$ cat src/logic/ring_pkg.sv
package ring_pkg;

	localparam int unsigned ring_depth_c = 4096;

	typedef logic [$clog2(ring_depth_c)-1:0] ring_addr_t;
	typedef logic [$clog2(ring_depth_c):0]   ring_ptr_t; // MSB toggles on each wrap

	typedef logic [11:0] wdata_t;
	typedef logic [3:0]  ovlp_cnt_t;
	typedef logic [17:0] sample_t; // {multi_ovlp, ovlp, ovlp_cnt, data}

	typedef logic [23:0] l1a_cnt_t;
	typedef logic [11:0] match_cnt_t;
	typedef logic [6:0]  samp_max_t;

	typedef logic [4:0] l1a_lvl_t;

	localparam l1a_lvl_t l1a_depth_c = 5'd16;

	typedef logic [$clog2(l1a_depth_c)-1:0] l1a_idx_t;

	// Fill thresholds, in samples
	localparam ring_addr_t warn_fill_c = 12'd3328;
	localparam ring_addr_t ring_amt_c  = 12'd7;

endpackage
$ cat src/logic/l1a_fifo.sv
`timescale 1ns/1ps

module l1a_fifo
	import ring_pkg::*;
(
	input  logic       CLK,
	input  logic       RST_RESYNC,
	input  logic       push_i,
	input  logic       pop_i,
	input  l1a_cnt_t   l1a_cnt_i,
	input  match_cnt_t match_cnt_i,
	input  logic       phase_i,
	input  ring_addr_t start_addr_i,
	output l1a_cnt_t   l1a_cnt_o,
	output match_cnt_t match_cnt_o,
	output logic       phase_o,
	output ring_addr_t start_addr_o,
	output logic       not_empty_o
);

	l1a_cnt_t   cnt_mem   [l1a_depth_c];
	match_cnt_t match_mem [l1a_depth_c];
	logic       phase_mem [l1a_depth_c];
	ring_addr_t addr_mem  [l1a_depth_c];

	l1a_idx_t wr_idx;
	l1a_idx_t rd_idx;
	l1a_lvl_t lvl;
	logic     full;
	logic     push_ok;
	logic     pop_ok;

	assign full        = (lvl == l1a_depth_c);
	assign not_empty_o = (lvl != '0);
	assign push_ok     = push_i && !full; // Lost when full
	assign pop_ok      = pop_i && not_empty_o;

	always_ff @(posedge CLK) begin
		if (push_ok) begin
			cnt_mem[wr_idx]   <= l1a_cnt_i;
			match_mem[wr_idx] <= match_cnt_i;
			phase_mem[wr_idx] <= phase_i;
			addr_mem[wr_idx]  <= start_addr_i;
		end
	end

	always_ff @(posedge CLK or posedge RST_RESYNC) begin
		if (RST_RESYNC) begin
			wr_idx <= '0;
			rd_idx <= '0;
			lvl    <= '0;
		end else begin
			if (push_ok)
				wr_idx <= wr_idx + 1'b1;
			if (pop_ok)
				rd_idx <= rd_idx + 1'b1;
			case ({push_ok, pop_ok})
				2'b10:   lvl <= lvl + 1'b1;
				2'b01:   lvl <= lvl - 1'b1;
				default: lvl <= lvl;
			endcase
		end
	end

	// Head is always visible
	assign l1a_cnt_o    = cnt_mem[rd_idx];
	assign match_cnt_o  = match_mem[rd_idx];
	assign phase_o      = phase_mem[rd_idx];
	assign start_addr_o = addr_mem[rd_idx];

endmodule

$ cat config.mk
export PLATFORM = sky130hd
export DESIGN_NAME = l1a_fifo
export DESIGN_NICKNAME = d
export VERILOG_FILES = /design/src/logic/ring_pkg.sv /design/src/logic/l1a_fifo.sv
export SDC_FILE = /design/constraint.sdc
export NUM_CORES = 1
export LEC_CHECK = 0
export BUFFER_PORTS_ARGS = -buffer_cell sky130_fd_sc_hd__buf_2
export CAP_MARGIN = 0
export CORE_MARGIN = 5
export CORE_UTILIZATION = 40
export CTS_BUF_LIST = sky130_fd_sc_hd__clkbuf_4
export DETAILED_ROUTE_END_ITERATION = 6
export GPL_ROUTABILITY_DRIVEN = 0
export HOLD_SLACK_MARGIN = 0.15
export PLACE_DENSITY = 0.68
export SYNTH_ARGS = -nofsm -noshare
export SYNTH_HDL_FRONTEND = slang
export SYNTH_SLANG_ARGS = --single-unit
export TNS_END_PERCENT = 5
$ cat constraint.sdc
create_clock -name CLK -period 4.65 [get_ports CLK]
set_input_delay 0.2325 -clock CLK [delete_from_list [all_inputs] [get_ports CLK]]
set_output_delay 0.2325 -clock CLK [all_outputs]
set_load 0.05 [all_outputs]
==> out/results.txt, run 1 <==
Status = complete, no violations
CTS tree = done
Adder and majority gate portion of the synthesized area = 0.4275%
EDFF count, synth = 784
DRC Markers = 0
First-pass GRT wire length = 105800 um
Final Hold Vio Count = 0
Slowest stage cell, crit path = nor2b_4
Top_reg_cell synth = edfxtp_1
Top layer reached by signal wires = met4
Met3 WL = 4125 um
RSZ-0062 raised after global routing = false
Synth Instances = 1494
#FFs+latches synth = 797
HP Class = in -> reg
Total GRT Usage = 17.08%
Die ar. = 83240 um^2
Final #Nets = 1910
Synth Area in Simple Gates = 1.093%
I/O pin cnt = 103
Metal2 WL = 36820 um
Vias = 16100
Cell Chain, Critical Path = nor2b_4 > buf_4 > a221oi_1 > a22oi_1 > nand2_1 > buf_2
CTS max path bufs = 3
Detailed Place HPWL = 36770 um
Post-synthesis mux area share = 13.54%
Fmax = 246.1 MHz
Post-DR wirelength/cell = 23.46 um
Post-route ant nets = 0
Maximum number of pins on one net before global-route repair = 52
Worst hold slack = 0.3130 ns
Vias/cell = 5.320
Rows = 102
Final core occ = 47.17%
Fin crit period = 4.063 ns
Filler cells = 6403
Initial antenna violation count = 4
Worst-skew pair later-pin latency = 1.00 ns
WP data required = 4.42 ns
Total Power Consumption = 23.01 mW
Count of cell types in the netlist = 33
Slowest stage delay, CP = 0.91 ns
Drt total wl = 70990 um
Fraction of layout cells with a size suffix above 1 = 30.06%
Resized Gates After CTS = 0
Area Growth Syn to Fin = 17.38%
Root buf cell = clkbuf_4
Crit path capture type = output pin
Num CTS Buffers = 188
Die span in x = 288.5 um
Met1 WL = 28780 um
CP Max Fanout = 44
Leak = 12.40 nW
Initial core utilization = 40.18%
Worst Tran Pin Value = 1.173 ns
Most frequent cells after synthesis = edfxtp_1, mux2i_1, mux4_2
H-tree depth = 4
Slew Limit Fails = 0
Global route overflow = 0
Layout Cell Area excl Fill = 36420 um^2
Starting DRC count in detailed routing = 1291
Core Region = 77210 um^2
Syn. warnings = 0
IO Port Bufs = 102
VDD IR max = 0.5432 mV
Slew headroom = 21.72%
Max cap viols = 0
Mapped cell area = 31030 um^2
R2R setup slack = 1.59 ns
Mapped Avg Cell Area = 20.77 um^2
Drt pass-1 iters = 5
Post-synthesis compound-gate area fraction = 5.880%
Largest family of logic cells by synthesized area = multiplexers
Most common cell in the netlist = edfxtp_1
Crit Path Class = reg -> out
Worst Setup Start Kind = flip-flop
Fin crit share = 87.37%
Sum of negative setup slack = 0 ns
Clock Skew = 0.04424 ns
Post-synthesis sequential area ratio = 76.93%
Synth top area share = 75.88%
Clock transition at path regs = 0.06 ns
Post-DP Area = 32980 um^2
Final setup fails = 0
Synth area leaders = edfxtp_1, mux4_2, mux2i_1, a221oi_2, a221oi_1
Arrival time at the worst endpoint = 3.83 ns
Clock sink count = 797
Syn Nets = 1557
Yosys top cell by area = edfxtp_1
Ys async rst share = 1.631%
Xor and xnor fraction of the mapped netlist area = 0.2823%
DIE HEIGHT = 288.5 um
Pwr dens = 631.9 nW/um^2
Vias in the first global route = 17240
-- registers in the layout (all words and copies together), names as in the netlist --
name / count
lvl: 5
rd_idx: 4
cnt_mem: 384
match_mem: 192
wr_idx: 4
addr_mem: 192
phase_mem: 16
-- per-stage QoR --
| stage | setup slack [ns] | std cells |
|---|---|---|
| global route | 0.2931 | 3025 |
| CTS | 0.4182 | 3023 |
| detailed placement | 1.536 | 2593 |
| global placement | 1.580 | 2593 |
| floorplan | -0.1770 | 1494 |
| finish | 0.5874 | 3026 |
-- per-layer routing --
metal  vias to the layer above  track usage [%]
met5                         -                0
met4                         0            5.318
met3                       109            3.828
met2                       523            29.41
met1                      8357            21.71
li1                       7109                -
-- cell usage in the layout (no fill, tap or decap), drive strengths merged, types with 11 or more instances in the layout --
cell type | Yosys | layout
mux4 | 98 | 98
a221oi | 98 | 98
inv | 6 | 11
dlygate4sd3 | 0 | 104
buf | 62 | 144
mux2i | 197 | 197
o21ai | 52 | 52
a22oi | 49 | 49
nor2 | 13 | 13
nand2 | 59 | 59
clkinv | 0 | 54
dfrtp | 13 | 13
edfxtp | 784 | 784
clkbuf | 23 | 261
-- power breakdown --
group / total, mW / switching [mW] / internal (mW)
logic: 8.36 / 5.52 / 2.84
registers: 9.12 / 0.457 / 8.66
clock network: 5.54 / 2.66 / 2.88
total: 23.0 / 8.63 / 14.4
-- cells by family (layout without fill, tap and decap cells) --
| family | Yosys count | in the layout |
|---|---|---|
| flip-flops | 797 | 797 |
| adder cells (fa/ha/maj) | 10 | 10 |
| AO/OA/AOI/OAI | 205 | 205 |
| buffers and inverters | 91 | 580 |
| other | 0 | 3 |
| multiplexers | 297 | 297 |
| AND/OR/NAND/NOR | 84 | 84 |
| XOR/XNOR | 10 | 10 |
-- final cells by class --
type	count	area, um^2	area share (%)
tap	1040	1301	3.573
timing repair buffer	248	2105	5.779
sequential	797	23880	65.57
multi-input combinational	606	6711	18.43
inverter	6	22.52	0.06184
clock buffer	261	1959	5.380
antenna	3	7.507	0.02061
clock inverter	65	430.4	1.182
-- critical path, delay by kind of cell, from the launching register on --
| family | cells | cell delay, ns |
|---|---|---|
| AOI/OAI and AO/OA | 2 | 0.40 |
| DFF | 1 | 0.76 |
| and+or+nand+nor | 2 | 1.04 |
| buffers and inverters | 2 | 0.64 |
-- timing repair --
item                      CTS  global route
hold buffers              104             0
hold endpoints to repair  833             0
buffers inserted            0             0
-- path summary, 6_finish.rpt --
check	cells after the start	end	start
min in group asynchronous	4	lvl[4]	RST_RESYNC
max in group asynchronous	4	rd_idx[3]	RST_RESYNC
worst min register to register	1	lvl[4]	lvl[4]
worst min-delay path	4	wr_idx[0]	push_i
worst max-delay path	6	match_cnt_o[3]	rd_idx[1]
worst max register to register	8	lvl[4]	lvl[0]
Note: power is estimated with default switching activity, not from simulation.
==> run 2, diff against run 1 <==
- PLACE_DENSITY: 0.68 -> default
==> out/results.txt, run 2 (synthesis results as in run 1) <==
Rows = 102
Crit-path leading delay family = buffers and inverters
Worst Setup Start Kind = flip-flop
R2R cell count = 8
Filler cells = 6520
R2R setup slack = 1.54 ns
VDD IR max = 0.3674 mV
Vias in the first global route = 17160
Post-DP Area = 32940 um^2
Vias = 16050
Layout Cell Area excl Fill = 36450 um^2
DRC Markers = 0
Post-route ant nets = 0
Hold Path Stages = 4
Initial antenna violation count = 5
Crit path capture type = output pin
Reg2Reg Launch Point = lvl[0]
Regs by FF count = cnt_mem: 384 flops, addr_mem: 192 flops, match_mem: 192 flops
HP Class = in -> reg
Largest register FFs = 384
Total GRT Usage = 17.40%
Status = complete, no violations
Slowest stage cell, crit path = buf_4
Worst hold slack = 0.2847 ns
Starting DRC count in detailed routing = 1110
Vias/cell = 5.285
Worst-skew pair later-pin latency = 0.99 ns
R2r endpoint = lvl[4]
Drt total wl = 71620 um
WP data required = 4.42 ns
Final Hold Vio Count = 0
IO Port Bufs = 102
Cell Chain, Critical Path = buf_4 > mux4_2 > a22oi_1 > nand2_1 > buf_2
Total Power Consumption = 23.10 mW
Detailed Place HPWL = 36810 um
Levels on crit path = 5
First-pass GRT wire length = 107200 um
CTS tree = done
Area Growth Syn to Fin = 17.47%
Final setup fails = 0
Final #Nets = 1915
CTS max path bufs = 3
Leak = 12.43 nW
Crit Path Class = reg -> out
Commonest cells after routing, fill and taps aside = edfxtp_1, clkbuf_4, mux2i_1
Fmax = 240.2 MHz
DIE HEIGHT = 288.5 um
Arrival time at the worst endpoint = 3.93 ns
I/O pin cnt = 103
Pwr dens = 633.8 nW/um^2
Most common cell after layout, fill and taps aside = edfxtp_1
RSZ-0062 raised after global routing = false
FF/Latch Area = 23880 um^2
Global route overflow = 0
Num CTS Buffers = 194
Root buf cell = clkbuf_4
Slowest stage delay, CP = 0.99 ns
Core Region = 77210 um^2
CP endpoint = l1a_cnt_o[23]
Fraction of layout cells with a size suffix above 1 = 30.59%
CP Launch Point = rd_idx[1]
Worst Tran Pin Value = 1.162 ns
Slew Limit Fails = 0
Die span in x = 288.5 um
Initial core utilization = 40.18%
Die ar. = 83240 um^2
Area of the multi-input gates = 6711 um^2
Maximum number of pins on one net before global-route repair = 67
Drt pass-1 iters = 4
Clock transition at path regs = 0.07 ns
Post-DR wirelength/cell = 23.59 um
Clock Skew = 0.04396 ns
Most flops, register = cnt_mem
H-tree depth = 4
Fin crit share = 89.54%
Max cap viols = 0
Slew headroom = 22.52%
Clock sink count = 797
Buf/Inv on CP = 2
CP Max Fanout = 66
Fin crit period = 4.163 ns
-- run 2: worst reg2reg max path: stages, from the launching register on --
cell	delay, ns
dfrtp_1	0.43
nor4_1	0.61
a21boi_1	0.38
ha_1	0.38
fa_1	0.44
a21o_1	0.18
a21oi_1	0.20
mux2i_1	0.27
xnor2_1	0.14
-- run 2: stage by stage --
| step | cells | util (%) | setup TNS [ns] | setup WS, ns |
|---|---|---|---|---|
| after floorplan | 1494 | - | -25.90 | -0.1770 |
| after global placement | 2594 | 42.66 | 0 | 1.481 |
| after detailed placement | 2594 | 42.66 | 0 | 1.446 |
| after CTS | 3031 | 47.19 | 0 | 0.3134 |
| after global routing | 3033 | 47.19 | 0 | 0.1885 |
| final | 3036 | 47.20 | 0 | 0.4866 |
-- run 2: worst min-delay path by stage --
stage / from / to / slack (ns)
global placement: RST_RESYNC / lvl[4] / 0.34
global route: push_i / wr_idx[0] / 0.19
floorplan: RST_RESYNC / lvl[0] / 0.11
detailed placement: RST_RESYNC / lvl[4] / 0.34
CTS: push_i / wr_idx[0] / 0.17
finish: push_i / wr_idx[0] / 0.28
-- run 2: layer usage --
metal | wire, um | global-route usage (%) | vias up
met2 | 36650 | 29.37 | 455
met5 | 0 | 0 | -
met4 | 1144 | 5.150 | 0
li1 | - | - | 7123
met1 | 29900 | 22.46 | 8383
met3 | 3926 | 4.341 | 84
-- run 2: area by class of cell --
cell class	count	share of cell area [%]
sequential	797	65.52
multi-input combinational	606	18.42
clock buffer	274	5.644
timing repair buffer	247	5.603
tap	1040	3.570
clock inverter	61	1.147
inverter	6	0.06180
antenna	5	0.03433
-- run 2: what timing repair did --
action	CTS	global route
setup buffers	0	0
endpoints found under the hold margin	819	0
hold buffers	102	0
resized for setup	0	0
-- run 2: report_power, final --
group | leakage (nW) | switching, mW | internal [mW]
Combinational | 3.75 | 5.54 | 2.80
Sequential | 7.23 | 0.410 | 8.66
Clock | 1.45 | 2.66 | 3.04
==> run 3, diff against run 2 <==
- PLACE_DENSITY: default -> 0.66
==> out/results.txt, run 3 (synthesis results as in run 1) <==
Crit path capture type = output pin
Detailed Place HPWL = 38620 um
Rows = 102
Post-DR wirelength/cell = 23.42 um
Worst Tran Pin Value = 1.191 ns
VDD IR max = 0.3996 mV
Final core occ = 47.14%
Clock Skew = 0.08043 ns
Drt total wl = 71210 um
DIE HEIGHT = 288.5 um
Arrival time at the worst endpoint = 3.73 ns
RSZ-0062 raised after global routing = false
Pwr dens = 629.2 nW/um^2
Vias in the first global route = 17150
Die span in x = 288.5 um
Num CTS Buffers = 194
Fmax = 252.1 MHz
IO Port Bufs = 102
Most common cell after layout, fill and taps aside = edfxtp_1
Total GRT Usage = 17.19%
First-pass GRT wire length = 106300 um
Max cap viols = 0
Fin crit period = 3.966 ns
Fraction of layout cells with a size suffix above 1 = 30.99%
Slowest stage cell, crit path = and2_4
HP Class = in -> reg
Clock transition at path regs = 0.07 ns
CTS tree = done
Regs by FF count = cnt_mem: 384 flops, addr_mem: 192 flops, match_mem: 192 flops
Worst-skew pair later-pin latency = 1.05 ns
Area Growth Syn to Fin = 17.30%
H-tree depth = 4
Commonest cells after routing, fill and taps aside = edfxtp_1, clkbuf_4, mux2i_1
Starting DRC count in detailed routing = 1416
Layout Cell Area excl Fill = 36390 um^2
Slew Limit Fails = 0
Worst Setup Start Kind = flip-flop
Post-route ant nets = 0
Slew headroom = 20.49%
Largest register FFs = 384
Post-DP Area = 32960 um^2
Setup bufs post-CTS = 0
Final #Nets = 1921
Vias = 16240
Slowest stage delay, CP = 0.90 ns
Core Region = 77210 um^2
Most flops, register = cnt_mem
Buf/Inv on CP = 2
I/O pin cnt = 103
Initial antenna violation count = 5
Crit-path leading delay family = simple AND/OR/NAND/NOR gates
CTS max path bufs = 3
DRC Markers = 0
Final setup fails = 0
Crit Path Class = reg -> out
WP data required = 4.42 ns
Leak = 12.43 nW
Global route overflow = 0
Cell Chain, Critical Path = and2_4 > buf_4 > a221oi_1 > o21ai_0 > nand2_1 > buf_2
Final Hold Vio Count = 0
Root buf cell = clkbuf_4
Die ar. = 83240 um^2
CP Max Fanout = 55
Maximum number of pins on one net before global-route repair = 99
Drt pass-1 iters = 6
Status = complete, no violations
Initial core utilization = 40.18%
Fin crit share = 85.30%
Clock sink count = 797
Vias/cell = 5.343
## run 3: cell types whose count changed in the layout (fill, tap and decap cells not counted), sizes merged
cell and change:
dlygate4sd3 +1, clkbuf +4, buf +5, diode +1, inv +2, bufinv -4
clkinv -4, clkinvlp -1
## run 3: worst min-delay path, cell delays in order
cell and delay, ns:
dlygate4sd3_1 0.53, buf_2 0.13, a21boi_2 0.22, nand2_1 0.08
o21ai_0 0.07
## run 3: cell type report
class	instances	area, um^2
Fill cell	6487	40820
Antenna cell	6	15.01
Inverter	6	22.52
Tap cell	1040	1301
Clock inverter	54	299.0
Timing Repair Buffer	253	2077
Clock buffer	278	2087
Multi-Input combinational cell	606	6711
Sequential cell	797	23880
## run 3: worst paths after layout
| kind | startpoint | to | slack (ns) | depth (start not counted) |
|---|---|---|---|---|
| min | push_i | wr_idx[1] | 0.29 | 5 |
| min reg2reg | lvl[4] | lvl[4] | 0.52 | 1 |
| max reg2reg | lvl[0] | addr_mem[5][9] | 1.75 | 5 |
| max | rd_idx[1] | start_addr_o[11] | 0.68 | 6 |
| max in group asynchronous | RST_RESYNC | rd_idx[0] | 3.79 | 4 |
| min in group asynchronous | RST_RESYNC | lvl[0] | 0.35 | 4 |
## run 3: power by group
group / switching (mW) / leakage, nW / internal (mW)
Combinational: 5.57 / 3.78 / 2.79
Clock: 2.66 / 1.42 / 2.85
Sequential: 0.362 / 7.23 / 8.66
## run 3: metal layers
layer,global-route usage (%),vias to the layer above,share of wire [%]
met1,22.43,8474,42
met4,6.404,2,1.9
li1,-,7120,-
met2,28.59,546,50
met5,0,-,0.018
met3,3.654,102,6.1
## run 3: timing repair
item | CTS | global route
hold buffers | 103 | 0
gates resized for setup | 0 | 0
setup endpoints to repair | 0 | 0
endpoints found under the hold margin | 834 | 0
## run 3: through the flow
stage / std cells / setup TNS, ns / power (mW) / worst slack, ns / hold slack [ns]
6_report: 3040 / 0 / 22.90 / 0.6837 / 0.2912
5_1_grt: 3038 / 0 / 24.05 / 0.4752 / 0.2257
4_1_cts: 3034 / 0 / 23.22 / 0.5760 / 0.1582
3_5_place_dp: 2599 / 0 / 17.60 / 1.748 / 0.3294
3_3_place_gp: 2599 / 0 / 17.46 / 1.789 / 0.3315
2_1_floorplan: 1494 / -25.90 / 15.27 / -0.1770 / 0.1095
