--- src/logic/ring_pkg.sv ---
package ring_pkg;

	localparam int unsigned ring_depth_c = 4096;

	typedef logic [$clog2(ring_depth_c)-1:0] ring_addr_t;
	typedef logic [$clog2(ring_depth_c):0]   ring_ptr_t; // MSB toggles on each wrap

	typedef logic [11:0] wdata_t;
	typedef logic [3:0]  ovlp_cnt_t;
	typedef logic [17:0] sample_t; // {multi_ovlp, ovlp, ovlp_cnt, data}

	typedef logic [23:0] l1a_cnt_t;
	typedef logic [11:0] match_cnt_t;
	typedef logic [6:0]  samp_max_t;

	typedef logic [4:0] l1a_lvl_t;

	localparam l1a_lvl_t l1a_depth_c = 5'd16;

	typedef logic [$clog2(l1a_depth_c)-1:0] l1a_idx_t;

	// Fill thresholds, in samples
	localparam ring_addr_t warn_fill_c = 12'd3328;
	localparam ring_addr_t ring_amt_c  = 12'd7;

endpackage
--- src/logic/ring_addr_ctrl.sv ---
`timescale 1ns/1ps

module ring_addr_ctrl
	import ring_pkg::*;
(
	input  logic       CLK,
	input  logic       RST_RESYNC,
	input  logic       wren_i,
	input  logic       ld_addr_i,
	input  logic       nxt_wrd_i,
	input  ring_addr_t start_addr_i,
	input  logic       fifo_not_empty_i,
	output ring_addr_t waddr_o,
	output ring_addr_t raddr_o,
	output logic       ring_amt_o,
	output logic       warn_o
);

	ring_ptr_t  wr_ptr;
	ring_addr_t rd_addr;
	ring_addr_t rd_fill;
	ring_addr_t st_fill;

	always_ff @(posedge CLK or posedge RST_RESYNC) begin
		if (RST_RESYNC) begin
			wr_ptr <= '0;
		end else if (wren_i) begin
			wr_ptr <= wr_ptr + 1'b1;
		end
	end

	// Read address follows the event being read out
	always_ff @(posedge CLK or posedge RST_RESYNC) begin
		if (RST_RESYNC) begin
			rd_addr <= '0;
		end else if (ld_addr_i) begin
			rd_addr <= start_addr_i;
		end else if (nxt_wrd_i) begin
			rd_addr <= rd_addr + 1'b1; // Wraps at ring end
		end
	end

	assign waddr_o = ring_addr_t'(wr_ptr);
	assign raddr_o = rd_addr;

	// Distances modulo ring length
	assign rd_fill = ring_addr_t'(wr_ptr - ring_ptr_t'(rd_addr));
	assign st_fill = ring_addr_t'(wr_ptr - ring_ptr_t'(start_addr_i));

	// Reader too close to writer
	assign ring_amt_o = (rd_fill < ring_amt_c);

	// Oldest queued event about to be overwritten
	assign warn_o = fifo_not_empty_i && (st_fill > warn_fill_c);

endmodule

--- config.mk ---
export PLATFORM = sky130hd
export DESIGN_NAME = ring_addr_ctrl
export DESIGN_NICKNAME = d
export VERILOG_FILES = /design/src/logic/ring_pkg.sv /design/src/logic/ring_addr_ctrl.sv
export SDC_FILE = /design/constraint.sdc
export NUM_CORES = 1
export LEC_CHECK = 0
export BUFFER_PORTS_ARGS = -buffer_cell sky130_fd_sc_hd__buf_2
export CORE_MARGIN = 1
export CORE_UTILIZATION = 50
export DETAILED_ROUTE_END_ITERATION = 12
export GPL_TIMING_DRIVEN = 1
export PLACE_DENSITY = 0.82
export SYNTH_ARGS = -nofsm -noshare
export SYNTH_HDL_FRONTEND = slang
export SYNTH_SLANG_ARGS = --single-unit
--- constraint.sdc ---
create_clock -name CLK -period 3.6 [get_ports CLK]
set_input_delay 0.72 -clock CLK [delete_from_list [all_inputs] [get_ports CLK]]
set_output_delay 0.72 -clock CLK [all_outputs]
set_load 0.1 [all_outputs]
==> run summary, run 1 <==
outcome = finished with violations
failing checks = setup timing
Area Overhead vs Synth = 24.3%
utilization after layout = 65.2%
r2r setup slk = 1.91 ns
Crit Path Class = register to output pin
Starting DRT DRC Count = 154
number of synthesized flops with an enable pin = 0
Die H = 69.8 microns
FF+latch count, synth = 24
DIE WIDTH = 69.8 microns
crit path DAT = 2.89 ns
period utilization = 100%
Hold Path Origin = wr_ptr[4]$_DFFE_PP0P_
row count = 24
Worst Hold End = wr_ptr[4]$_DFFE_PP0P_
number of global-route vias before repair = 2110
hold crit path type = register to register
Slew Viols, Final = 0
grt ovf = 0
P per Cell Area = 688 mW/mm^2
largest net degree at the start of global routing = 25
Crit path required time = 2.88 ns
GRT Resource Usage Total = 24.1%
drt total wl = 5.72 mm
Initial Util = 52.4%
Syn Area/Cell = 8.42 sq um
setup violators final = 1
Hold WS = 0.538 ns
slew at the pin closest to its max-slew limit = 0.918 ns
RSZ-0062 raised after global routing = true
ys async rst share = 100%
Peak VDD IR = 0.593 mV
CTS clk-pin slew, worst paths = 0.09 ns
layout cells sized above 1 = 29.2%
H-tree Lvls = 1
NumNets Final = 374
Reg-to-Reg Start = raddr_o[3]$_DFFE_PP0P_
mapped cell area = 0.00230 sq mm
Top-Level Pins = 44
post-route ant nets = 0
Setup Skew = 0.00916 ns
vias per std cell = 5.71
total of warnings raised by yosys = 0
via count = 2177
core area = 0.00438 sq mm
initial antenna violation count = 0
fmax = 0.277 GHz
dominant synthesized flop cell = dfrtp_1
clock buffer count from CTS = 3
CTS root buf = clkbuf_8
fin crit period = 3.61 ns
DR WL/cell = 15.0 microns
crit end category = output pin
Total Power = 1960 uW
Worst Hold Depth = 1
Pleak = 0.00136 uW
reg-to-reg endpoint = raddr_o[11]$_DFFE_PP0P_
cell count of the worst reg-to-reg path = 6
relative slew slack = 38.7%
worst slack at placement = -0.186 ns
Clock Sinks = 24
first-pass GRT wire length = 9.63 mm
GPL Wtd Cong = 0.897
Synth cell types = 53
port buffer count = 43
Clock Tree Buf Depth = 2
full die area = 0.00487 sq mm
post-synthesis net count = 317
Syn Inst Count = 273
Seq/Total Area, Yosys = 26.1%
CTS tree = built
drt pass-1 iters = 4
Crit Path Max Fanout = 2
Post-route DRC = 0
Final HPWL DP = 4.44 mm
Startpoint Class = register
# Max-Cap Violations = 0
final count of hold timing violations = 0
number of diodes = 0
worst setup margin = -0.0114 ns
Clock Latency Late Sink = 0.27 ns
-- how the worst max path moves through the flow --
stage / start / to / slack, ns / cells past startpoint
after floorplan: wr_ptr[0]$_DFFE_PP0P_ / ring_amt_o / -0.26 / 10
after detailed placement: start_addr_i[0] / warn_o / -0.19 / 12
final: wr_ptr[0]$_DFFE_PP0P_ / ring_amt_o / -0.01 / 11
after global placement: start_addr_i[0] / warn_o / -0.18 / 12
after CTS: wr_ptr[0]$_DFFE_PP0P_ / warn_o / 0.009 / 12
after global routing: wr_ptr[0]$_DFFE_PP0P_ / ring_amt_o / -0.12 / 11
-- where the power goes --
part           switching, uW  internal, uW
combinational            893           484
sequential              87.3           336
clock                   84.9          79.0
-- area by class of cell --
type | instances | area, sq um
fill | 340 | 1530
inverter | 26 | 100
timing repair buffer | 59 | 365
tap | 52 | 65.1
sequential | 24 | 634
clock buffer | 4 | 45.0
multi-input combinational | 216 | 1650
-- cells in the final DEF, fill, tap and decap left out, types with 2 or more instances in the layout --
| cell | instances |
|---|---|
| inv_1 | 24 |
| buf_4 | 16 |
| and3_1 | 5 |
| nor3_1 | 5 |
| xor2_1 | 9 |
| nand3_1 | 5 |
| mux2i_1 | 3 |
| a21o_1 | 5 |
| xnor2_1 | 24 |
| clkbuf_8 | 3 |
| o21a_1 | 2 |
| nand4_1 | 11 |
| nand2b_1 | 5 |
| fa_2 | 2 |
| a21oi_1 | 10 |
| dfrtp_4 | 5 |
| dfrtp_1 | 7 |
| nor4_1 | 2 |
| a31oi_1 | 3 |
| o21ai_0 | 14 |
| nor2b_1 | 4 |
| a211o_1 | 2 |
| buf_2 | 41 |
| nand2_1 | 27 |
| dfrtp_2 | 12 |
| ha_1 | 23 |
| nor2_1 | 16 |
| buf_12 | 2 |
| nand3b_1 | 4 |
| o21ai_1 | 4 |
-- cell usage after synthesis (all sizes together) (4+ instances only) --
cell type / n / area, sq um
nand2: 27 / 101
inv: 26 / 97.6
dfrtp: 24 / 601
ha: 24 / 300
xnor2: 24 / 210
o21ai: 18 / 90.1
nor2: 16 / 60.1
a21oi: 11 / 55.1
nand4: 11 / 68.8
xor2: 9 / 78.8
a21o: 5 / 37.5
and3: 5 / 31.3
clkbuf: 5 / 18.8
nand2b: 5 / 31.3
nand3: 5 / 25.0
nor3: 5 / 25.0
nand3b: 4 / 30.0
nor2b: 4 / 25.0
-- cell families after synthesis --
logic type	after synthesis	share of synthesized area, %
XOR/XNOR	33	12.6
multiplexers	5	2.45
AO/OA/AOI/OAI	61	18.1
adder cells (fa/ha/maj)	26	14.8
buffers and inverters	33	5.50
AND/OR/NAND/NOR	91	20.4
flip-flops	24	26.1
-- critical path: stages, from the launching register on --
cell	delay [ns]
dfrtp_4	0.50
inv_4	0.08
ha_4	0.13
inv_2	0.04
fa_2	0.34
a21o_1	0.20
a211oi_2	0.25
o21ai_1	0.10
o311a_1	0.13
mux2_4	0.32
nor4_4	0.32
buf_12	0.21
-- layer usage --
metal	vias up	part of all wire (%)	track usage [%]	routed length, microns
li1	1087	-	-	-
met1	1019	45	33.1	2590
met2	64	50	40.7	2870
met3	7	3.7	2.18	213
met4	0	0.70	6.22	40
met5	-	0	0	0
-- sequential cells by signal, summed over array words and instances (netlist names) --
register  count
wr_ptr       12
raddr_o      12
-- per-stage QoR --
stage | setup TNS [ns] | cell area [sq um] | std cells
after floorplan | -0.505 | 2370 | 273
after global placement | -0.180 | 2750 | 375
after detailed placement | -0.186 | 2750 | 375
after CTS | 0 | 2820 | 379
after global routing | -0.200 | 2860 | 381
final | -0.0114 | 2860 | 381
-- repair_timing --
item	CTS	global route
pin swaps	1	10
setup endpoints to repair	1	2
resized for setup	7	4
hold buffers	0	0
setup buffers	0	2
No activity file was read; power rests on OpenSTA's default activity.
==> run 2, diff against run 1 <==
--- a/config.mk
+++ b/config.mk
@@ -6,11 +6,13 @@
 export NUM_CORES = 1
 export LEC_CHECK = 0
 export BUFFER_PORTS_ARGS = -buffer_cell sky130_fd_sc_hd__buf_2
+export CELL_PAD_IN_SITES_DETAIL_PLACEMENT = 0
+export CELL_PAD_IN_SITES_GLOBAL_PLACEMENT = 1
 export CORE_MARGIN = 1
-export CORE_UTILIZATION = 50
+export CORE_UTILIZATION = 42
 export DETAILED_ROUTE_END_ITERATION = 12
 export GPL_TIMING_DRIVEN = 1
-export PLACE_DENSITY = 0.82
+export PLACE_DENSITY = 0.9
 export SYNTH_ARGS = -nofsm -noshare
 export SYNTH_HDL_FRONTEND = slang
 export SYNTH_SLANG_ARGS = --single-unit
==> run summary, run 2 (same netlist as run 1, synthesis figures left out) <==
outcome = finished, final reports clean
GPL Wtd Cong = 0.851 (-5.1%)
Clock Latency Late Sink = 0.27 ns (about the same)
Startpoint Class = input pin
via count = 2082 (-4.4%)
DIE WIDTH = 76.0 microns (+8.8%)
slew at the pin closest to its max-slew limit = 0.930 ns (+0.0115 ns)
fraction of power spent switching nets = 53.8% (-0.42 points)
number of hold buffers added after CTS = 0 (unchanged)
Post-route DRC = 0 (unchanged)
CTS clk-pin slew, worst paths = 0.07 ns (-0.02 ns)
CTS tree = built
row count = 26 (+8.3%)
crit end category = output pin
Logic pwr share = 70.8% (+0.7 points)
core area = 0.00517 sq mm (+18%)
first-pass GRT wire length = 9.53 mm (-1.0%)
initial antenna violation count = 0 (unchanged)
worst path cell trace = buf_2 -> inv_1 -> ha_1 -> a2111oi_0 -> o2bb2ai_2 -> xnor2_1 -> o41ai_2 -> buf_4 -> a211oi_4 -> buf_12
Die H = 76.0 microns (+8.8%)
GRT Resource Usage Total = 20.1% (-4.1 points)
RSZ-0062 raised after global routing = true
Int Pwr = 899 uW (about the same)
period utilization = 98.8% (-1.5 points)
switching pwr = 1050 uW (-1.6%)
# Max-Cap Violations = 0 (unchanged)
Crit Path Max Fanout = 2 (unchanged)
NumNets Final = 374 (unchanged)
Finished Layout Cells = 399 (+4.7%)
Top-Level Pins = 44 (unchanged)
number of diodes = 0 (unchanged)
Hold WS = 0.536 ns (-0.00261 ns)
hold crit path type = register to register
final count of hold timing violations = 0 (unchanged)
sequential share of power = 20.9% (-0.6 points)
fmax = 0.281 GHz (+1.5%)
drt pass-1 iters = 4 (unchanged)
H-tree Lvls = 1 (unchanged)
Slowest-stage cell, CP = a2111oi_0
# Post-CTS Setup Buffers = 0 (unchanged)
P per Cell Area = 677 mW/mm^2 (-1.6%)
drt total wl = 5.45 mm (-4.6%)
Final HPWL DP = 4.47 mm (+0.73%)
fin crit period = 3.56 ns (-0.0535 ns)
largest net degree at the start of global routing = 25 (unchanged)
DR WL/cell = 13.7 microns (-8.9%)
most frequent cells in the layout = buf_2, nand2_1, inv_1, xnor2_1, ha_1
CTS root buf = clkbuf_8
Setup Skew = 0.0148 ns (+0.00561 ns)
Clock Tree Buf Depth = 2 (unchanged)
Reg-to-Reg Start = raddr_o[3]$_DFFE_PP0P_
Peak VDD IR = 0.405 mV (-32%)
Total Power = 1950 uW (-0.85%)
Initial Util = 44.4% (-8.0 points)
Crit. Startpoint = start_addr_i[5]
Worst path max stage delay = 0.62 ns (+0.12 ns)
vias per std cell = 5.22 (-8.7%)
Pleak = 0.00136 uW (about the same)
port buffer count = 43 (unchanged)
relative slew slack = 37.9% (-0.77 points)
Area Overhead vs Synth = 25.2%
clock buffer count from CTS = 3 (unchanged)
Hold Path Origin = wr_ptr[8]$_DFFE_PP0P_
most common cell after layout, fill and taps aside = buf_2
Starting DRT DRC Count = 84 (-45%)
Clock Sinks = 24 (unchanged)
Slew Viols, Final = 0 (unchanged)
Crit Path Class = input pin to output pin
Placed Cells incl. Taps = 395 (+5.3%)
grt ovf = 0 (unchanged)
clock power share = 8.3% (about the same)
full die area = 0.00577 sq mm (+18%)
setup violators final = 0 (-1)
crit path DAT = 2.84 ns (-0.05 ns)
layout cells sized above 1 = 29.2% (unchanged)
Crit path required time = 2.88 ns (about the same)
utilization after layout = 55.6% (-9.5 points)
post-route ant nets = 0 (unchanged)
number of global-route vias before repair = 2101 (-0.43%)
run 2: cell counts in the layout (fill, tap and decap cells not counted):
Identical to the previous run, type by type.
run 2: critical path: cells and delay by family:
family / cells / cell delay (ns)
compound gates: 4 / 1.18
fa+ha+maj: 1 / 0.29
xor+xnor: 1 / 0.15
buf+inv: 4 / 0.50
run 2: metrics by stage:
| step | instance area [sq um] | setup slack (ns) | setup TNS (ns) |
|---|---|---|---|
| 2_1_floorplan | 2370 | -0.262 | -0.505 |
| 3_3_place_gp | 2780 | -0.203 | -0.203 |
| 3_5_place_dp | 2780 | -0.232 | -0.232 |
| 4_1_cts | 2850 | -0.0243 | -0.0243 |
| 5_1_grt | 2880 | -0.129 | -0.203 |
| 6_report | 2880 | 0.0421 | 0 |
run 2: path summary, 6_finish.rpt:
| path | to | slack [ns] | cells past startpoint |
|---|---|---|---|
| min in group asynchronous | wr_ptr[6]$_DFFE_PP0P_ | 0.65 | 2 |
| min reg2reg | wr_ptr[8]$_DFFE_PP0P_ | 0.54 | 1 |
| max in group asynchronous | raddr_o[3]$_DFFE_PP0P_ | 2.28 | 2 |
| max reg2reg | raddr_o[11]$_DFFE_PP0P_ | 1.90 | 6 |
| max | warn_o | 0.04 | 10 |
| min | wr_ptr[8]$_DFFE_PP0P_ | 0.54 | 1 |
run 2: final cells by class:
| cell class | instances | area [sq um] |
|---|---|---|
| Clock buffer | 4 | 45.0 |
| Tap cell | 70 | 87.6 |
| Fill cell | 480 | 2290 |
| Inverter | 26 | 100 |
| Timing Repair Buffer | 59 | 365 |
| Sequential cell | 24 | 634 |
| Multi-Input combinational cell | 216 | 1650 |
run 2: what timing repair did:
action | CTS | global route
endpoints found under the setup margin | 1 | 2
hold endpoints to repair | 0 | 0
pin swaps | 2 | 4
resized for setup | 6 | 4
run 2: power groups by stage:
stage	Sequential (uW)	Clock, uW	Combinational, uW
detailed placement	412	0	1340
global route	418	177	1490
finish	408	162	1380
floorplan	786	0	669
global placement	411	0	1320
CTS	408	163	1360
run 2: routing by layer:
| layer | part of all wire, % | wire (microns) | GRT usage (%) | vias up |
|---|---|---|---|---|
| li1 | - | - | - | 1082 |
| met1 | 49 | 2650 | 27.3 | 964 |
| met2 | 48 | 2610 | 34.5 | 32 |
| met3 | 2.4 | 130 | 1.80 | 4 |
| met4 | 1.0 | 57 | 4.62 | 0 |
| met5 | 0 | 0 | 0 | - |
==> run 3, diff against run 2 <==
--- a/config.mk
+++ b/config.mk
@@ -5,6 +5,7 @@
 export SDC_FILE = /design/constraint.sdc
 export NUM_CORES = 1
 export LEC_CHECK = 0
+export ABC_AREA = 0
 export BUFFER_PORTS_ARGS = -buffer_cell sky130_fd_sc_hd__buf_2
 export CELL_PAD_IN_SITES_DETAIL_PLACEMENT = 0
 export CELL_PAD_IN_SITES_GLOBAL_PLACEMENT = 1
@@ -13,6 +14,7 @@
 export DETAILED_ROUTE_END_ITERATION = 12
 export GPL_TIMING_DRIVEN = 1
 export PLACE_DENSITY = 0.9
+export SETUP_SLACK_MARGIN = 0.5
 export SYNTH_ARGS = -nofsm -noshare
 export SYNTH_HDL_FRONTEND = slang
 export SYNTH_SLANG_ARGS = --single-unit
==> run summary, run 3 (same netlist as run 1, synthesis figures left out) <==
Peak VDD IR = 0.405 mV (about the same)
number of diodes = 0 (unchanged)
# Max-Cap Violations = 0 (unchanged)
Crit Path Max Fanout = 2 (unchanged)
drt total wl = 5.46 mm (+0.22%)
Die H = 76.0 microns (unchanged)
Starting DRT DRC Count = 102 (+21%)
GRT Resource Usage Total = 20.1% (unchanged)
fin crit period = 3.53 ns (-0.0288 ns)
Clock Sinks = 24 (unchanged)
most frequent cells in the layout = buf_2, nand2_1, inv_1, xnor2_1, ha_1
Crit Path Class = input pin to output pin
grt ovf = 0 (unchanged)
Post-route DRC = 0 (unchanged)
initial antenna violation count = 0 (unchanged)
crit path DAT = 2.81 ns (-0.03 ns)
DR WL/cell = 13.7 microns (+0.22%)
Top-Level Pins = 44 (unchanged)
# Post-CTS Setup Buffers = 0 (unchanged)
filler instances = 480 (unchanged)
clock buffer count from CTS = 3 (unchanged)
fmax = 0.283 GHz (+0.82%)
full die area = 0.00577 sq mm (unchanged)
most common cell after layout, fill and taps aside = buf_2
hold crit path type = register to register
H-tree Lvls = 1 (unchanged)
row count = 26 (unchanged)
slew at the pin closest to its max-slew limit = 0.927 ns (-0.00282 ns)
layout cells sized above 1 = 29.2% (unchanged)
drt pass-1 iters = 4 (unchanged)
largest net degree at the start of global routing = 25 (unchanged)
Setup Skew = 0.0148 ns (+0.0000235 ns)
number of hold buffers added after CTS = 0 (unchanged)
Area Overhead vs Synth = 25.2% (unchanged)
Clock Latency Late Sink = 0.27 ns (about the same)
worst slack at placement = -0.232 ns (unchanged)
Initial Util = 44.4% (unchanged)
final count of hold timing violations = 0 (unchanged)
Startpoint Class = input pin
outcome = finished, final reports clean
CTS tree = built
first-pass GRT wire length = 9.53 mm (unchanged)
number of global-route vias before repair = 2105 (+0.19%)
final setup TNS = 0 ns (unchanged)
via count = 2085 (+0.14%)
relative slew slack = 38.1% (+0.19 points)
Final HPWL DP = 4.47 mm (unchanged)
DIE WIDTH = 76.0 microns (unchanged)
Multi-input gate area = 0.00165 sq mm (unchanged)
CTS root buf = clkbuf_8
crit end category = output pin
post-route ant nets = 0 (unchanged)
CTS clk-pin slew, worst paths = 0.07 ns (about the same)
core area = 0.00517 sq mm (unchanged)
worst setup margin = 0.0709 ns (+0.0288 ns)
GPL Wtd Cong = 0.851 (unchanged)
port buffer count = 43 (unchanged)
Pleak = 0.00136 uW (about the same)
RSZ-0062 raised after global routing = true
setup violators final = 0 (unchanged)
Slew Viols, Final = 0 (unchanged)
FF/Latch Area = 634 sq um (unchanged)
P per Cell Area = 677 mW/mm^2 (about the same)
Clock Tree Buf Depth = 2 (unchanged)
vias per std cell = 5.23 (+0.14%)
NumNets Final = 374 (unchanged)
Crit path required time = 2.88 ns (about the same)
period utilization = 98.0% (-0.80 points)
run 3: routing by layer:
layer | track usage, % | vias to the layer above | wire, microns
li1 | - | 1082 | -
met1 | 27.3 | 961 | 2660
met2 | 34.5 | 38 | 2610
met3 | 1.80 | 4 | 134
met4 | 4.62 | 0 | 57
met5 | 0 | - | 0
run 3: layout make-up:
type	count	area share, %
Tap cell	70	3.04
Clock buffer	4	1.57
Timing Repair Buffer	59	12.7
Multi-Input combinational cell	216	57.2
Sequential cell	24	22.0
Inverter	26	3.48
run 3: path summary, 6_finish.rpt:
path | cells after the start | slack, ns | from | endpoint
min reg2reg | 1 | 0.54 | wr_ptr[8]$_DFFE_PP0P_ | wr_ptr[8]$_DFFE_PP0P_
min in group asynchronous | 2 | 0.65 | RST_RESYNC | wr_ptr[6]$_DFFE_PP0P_
max in group asynchronous | 2 | 2.29 | RST_RESYNC | raddr_o[3]$_DFFE_PP0P_
max reg2reg | 6 | 1.90 | raddr_o[3]$_DFFE_PP0P_ | raddr_o[11]$_DFFE_PP0P_
min | 1 | 0.54 | wr_ptr[8]$_DFFE_PP0P_ | wr_ptr[8]$_DFFE_PP0P_
max | 10 | 0.07 | start_addr_i[5] | warn_o
run 3: worst max-delay path, stage by stage:
cell	delay [ns]
buf_2	0.10
inv_1	0.04
ha_1	0.29
a2111oi_0	0.59
o2bb2ai_2	0.19
xnor2_1	0.15
o41ai_2	0.10
buf_4	0.15
a211oi_4	0.26
buf_12	0.21
run 3: through the flow:
stage	instances	total power [uW]	area, sq um	utilization [%]	hold WS [ns]
CTS	399	1930	2850	55.2	0.536
global route	399	2090	2880	55.6	0.564
finish	399	1950	2880	55.6	0.536
global placement	395	1730	2780	53.8	0.519
detailed placement	395	1750	2780	53.8	0.525
floorplan	273	1450	2370	-	0.734
run 3: repair_timing:
action | 4_1_cts | 5_1_grt
pin swaps | 7 | 1
setup endpoints to repair | 2 | 2
endpoints found under the hold margin | 0 | 0
gates resized for setup | 6 | 4
run 3: power by group:
group          internal [uW]  switching, uW
logic                    485            894
registers                335           72.1
clock network           78.9           82.9
total                    899           1050
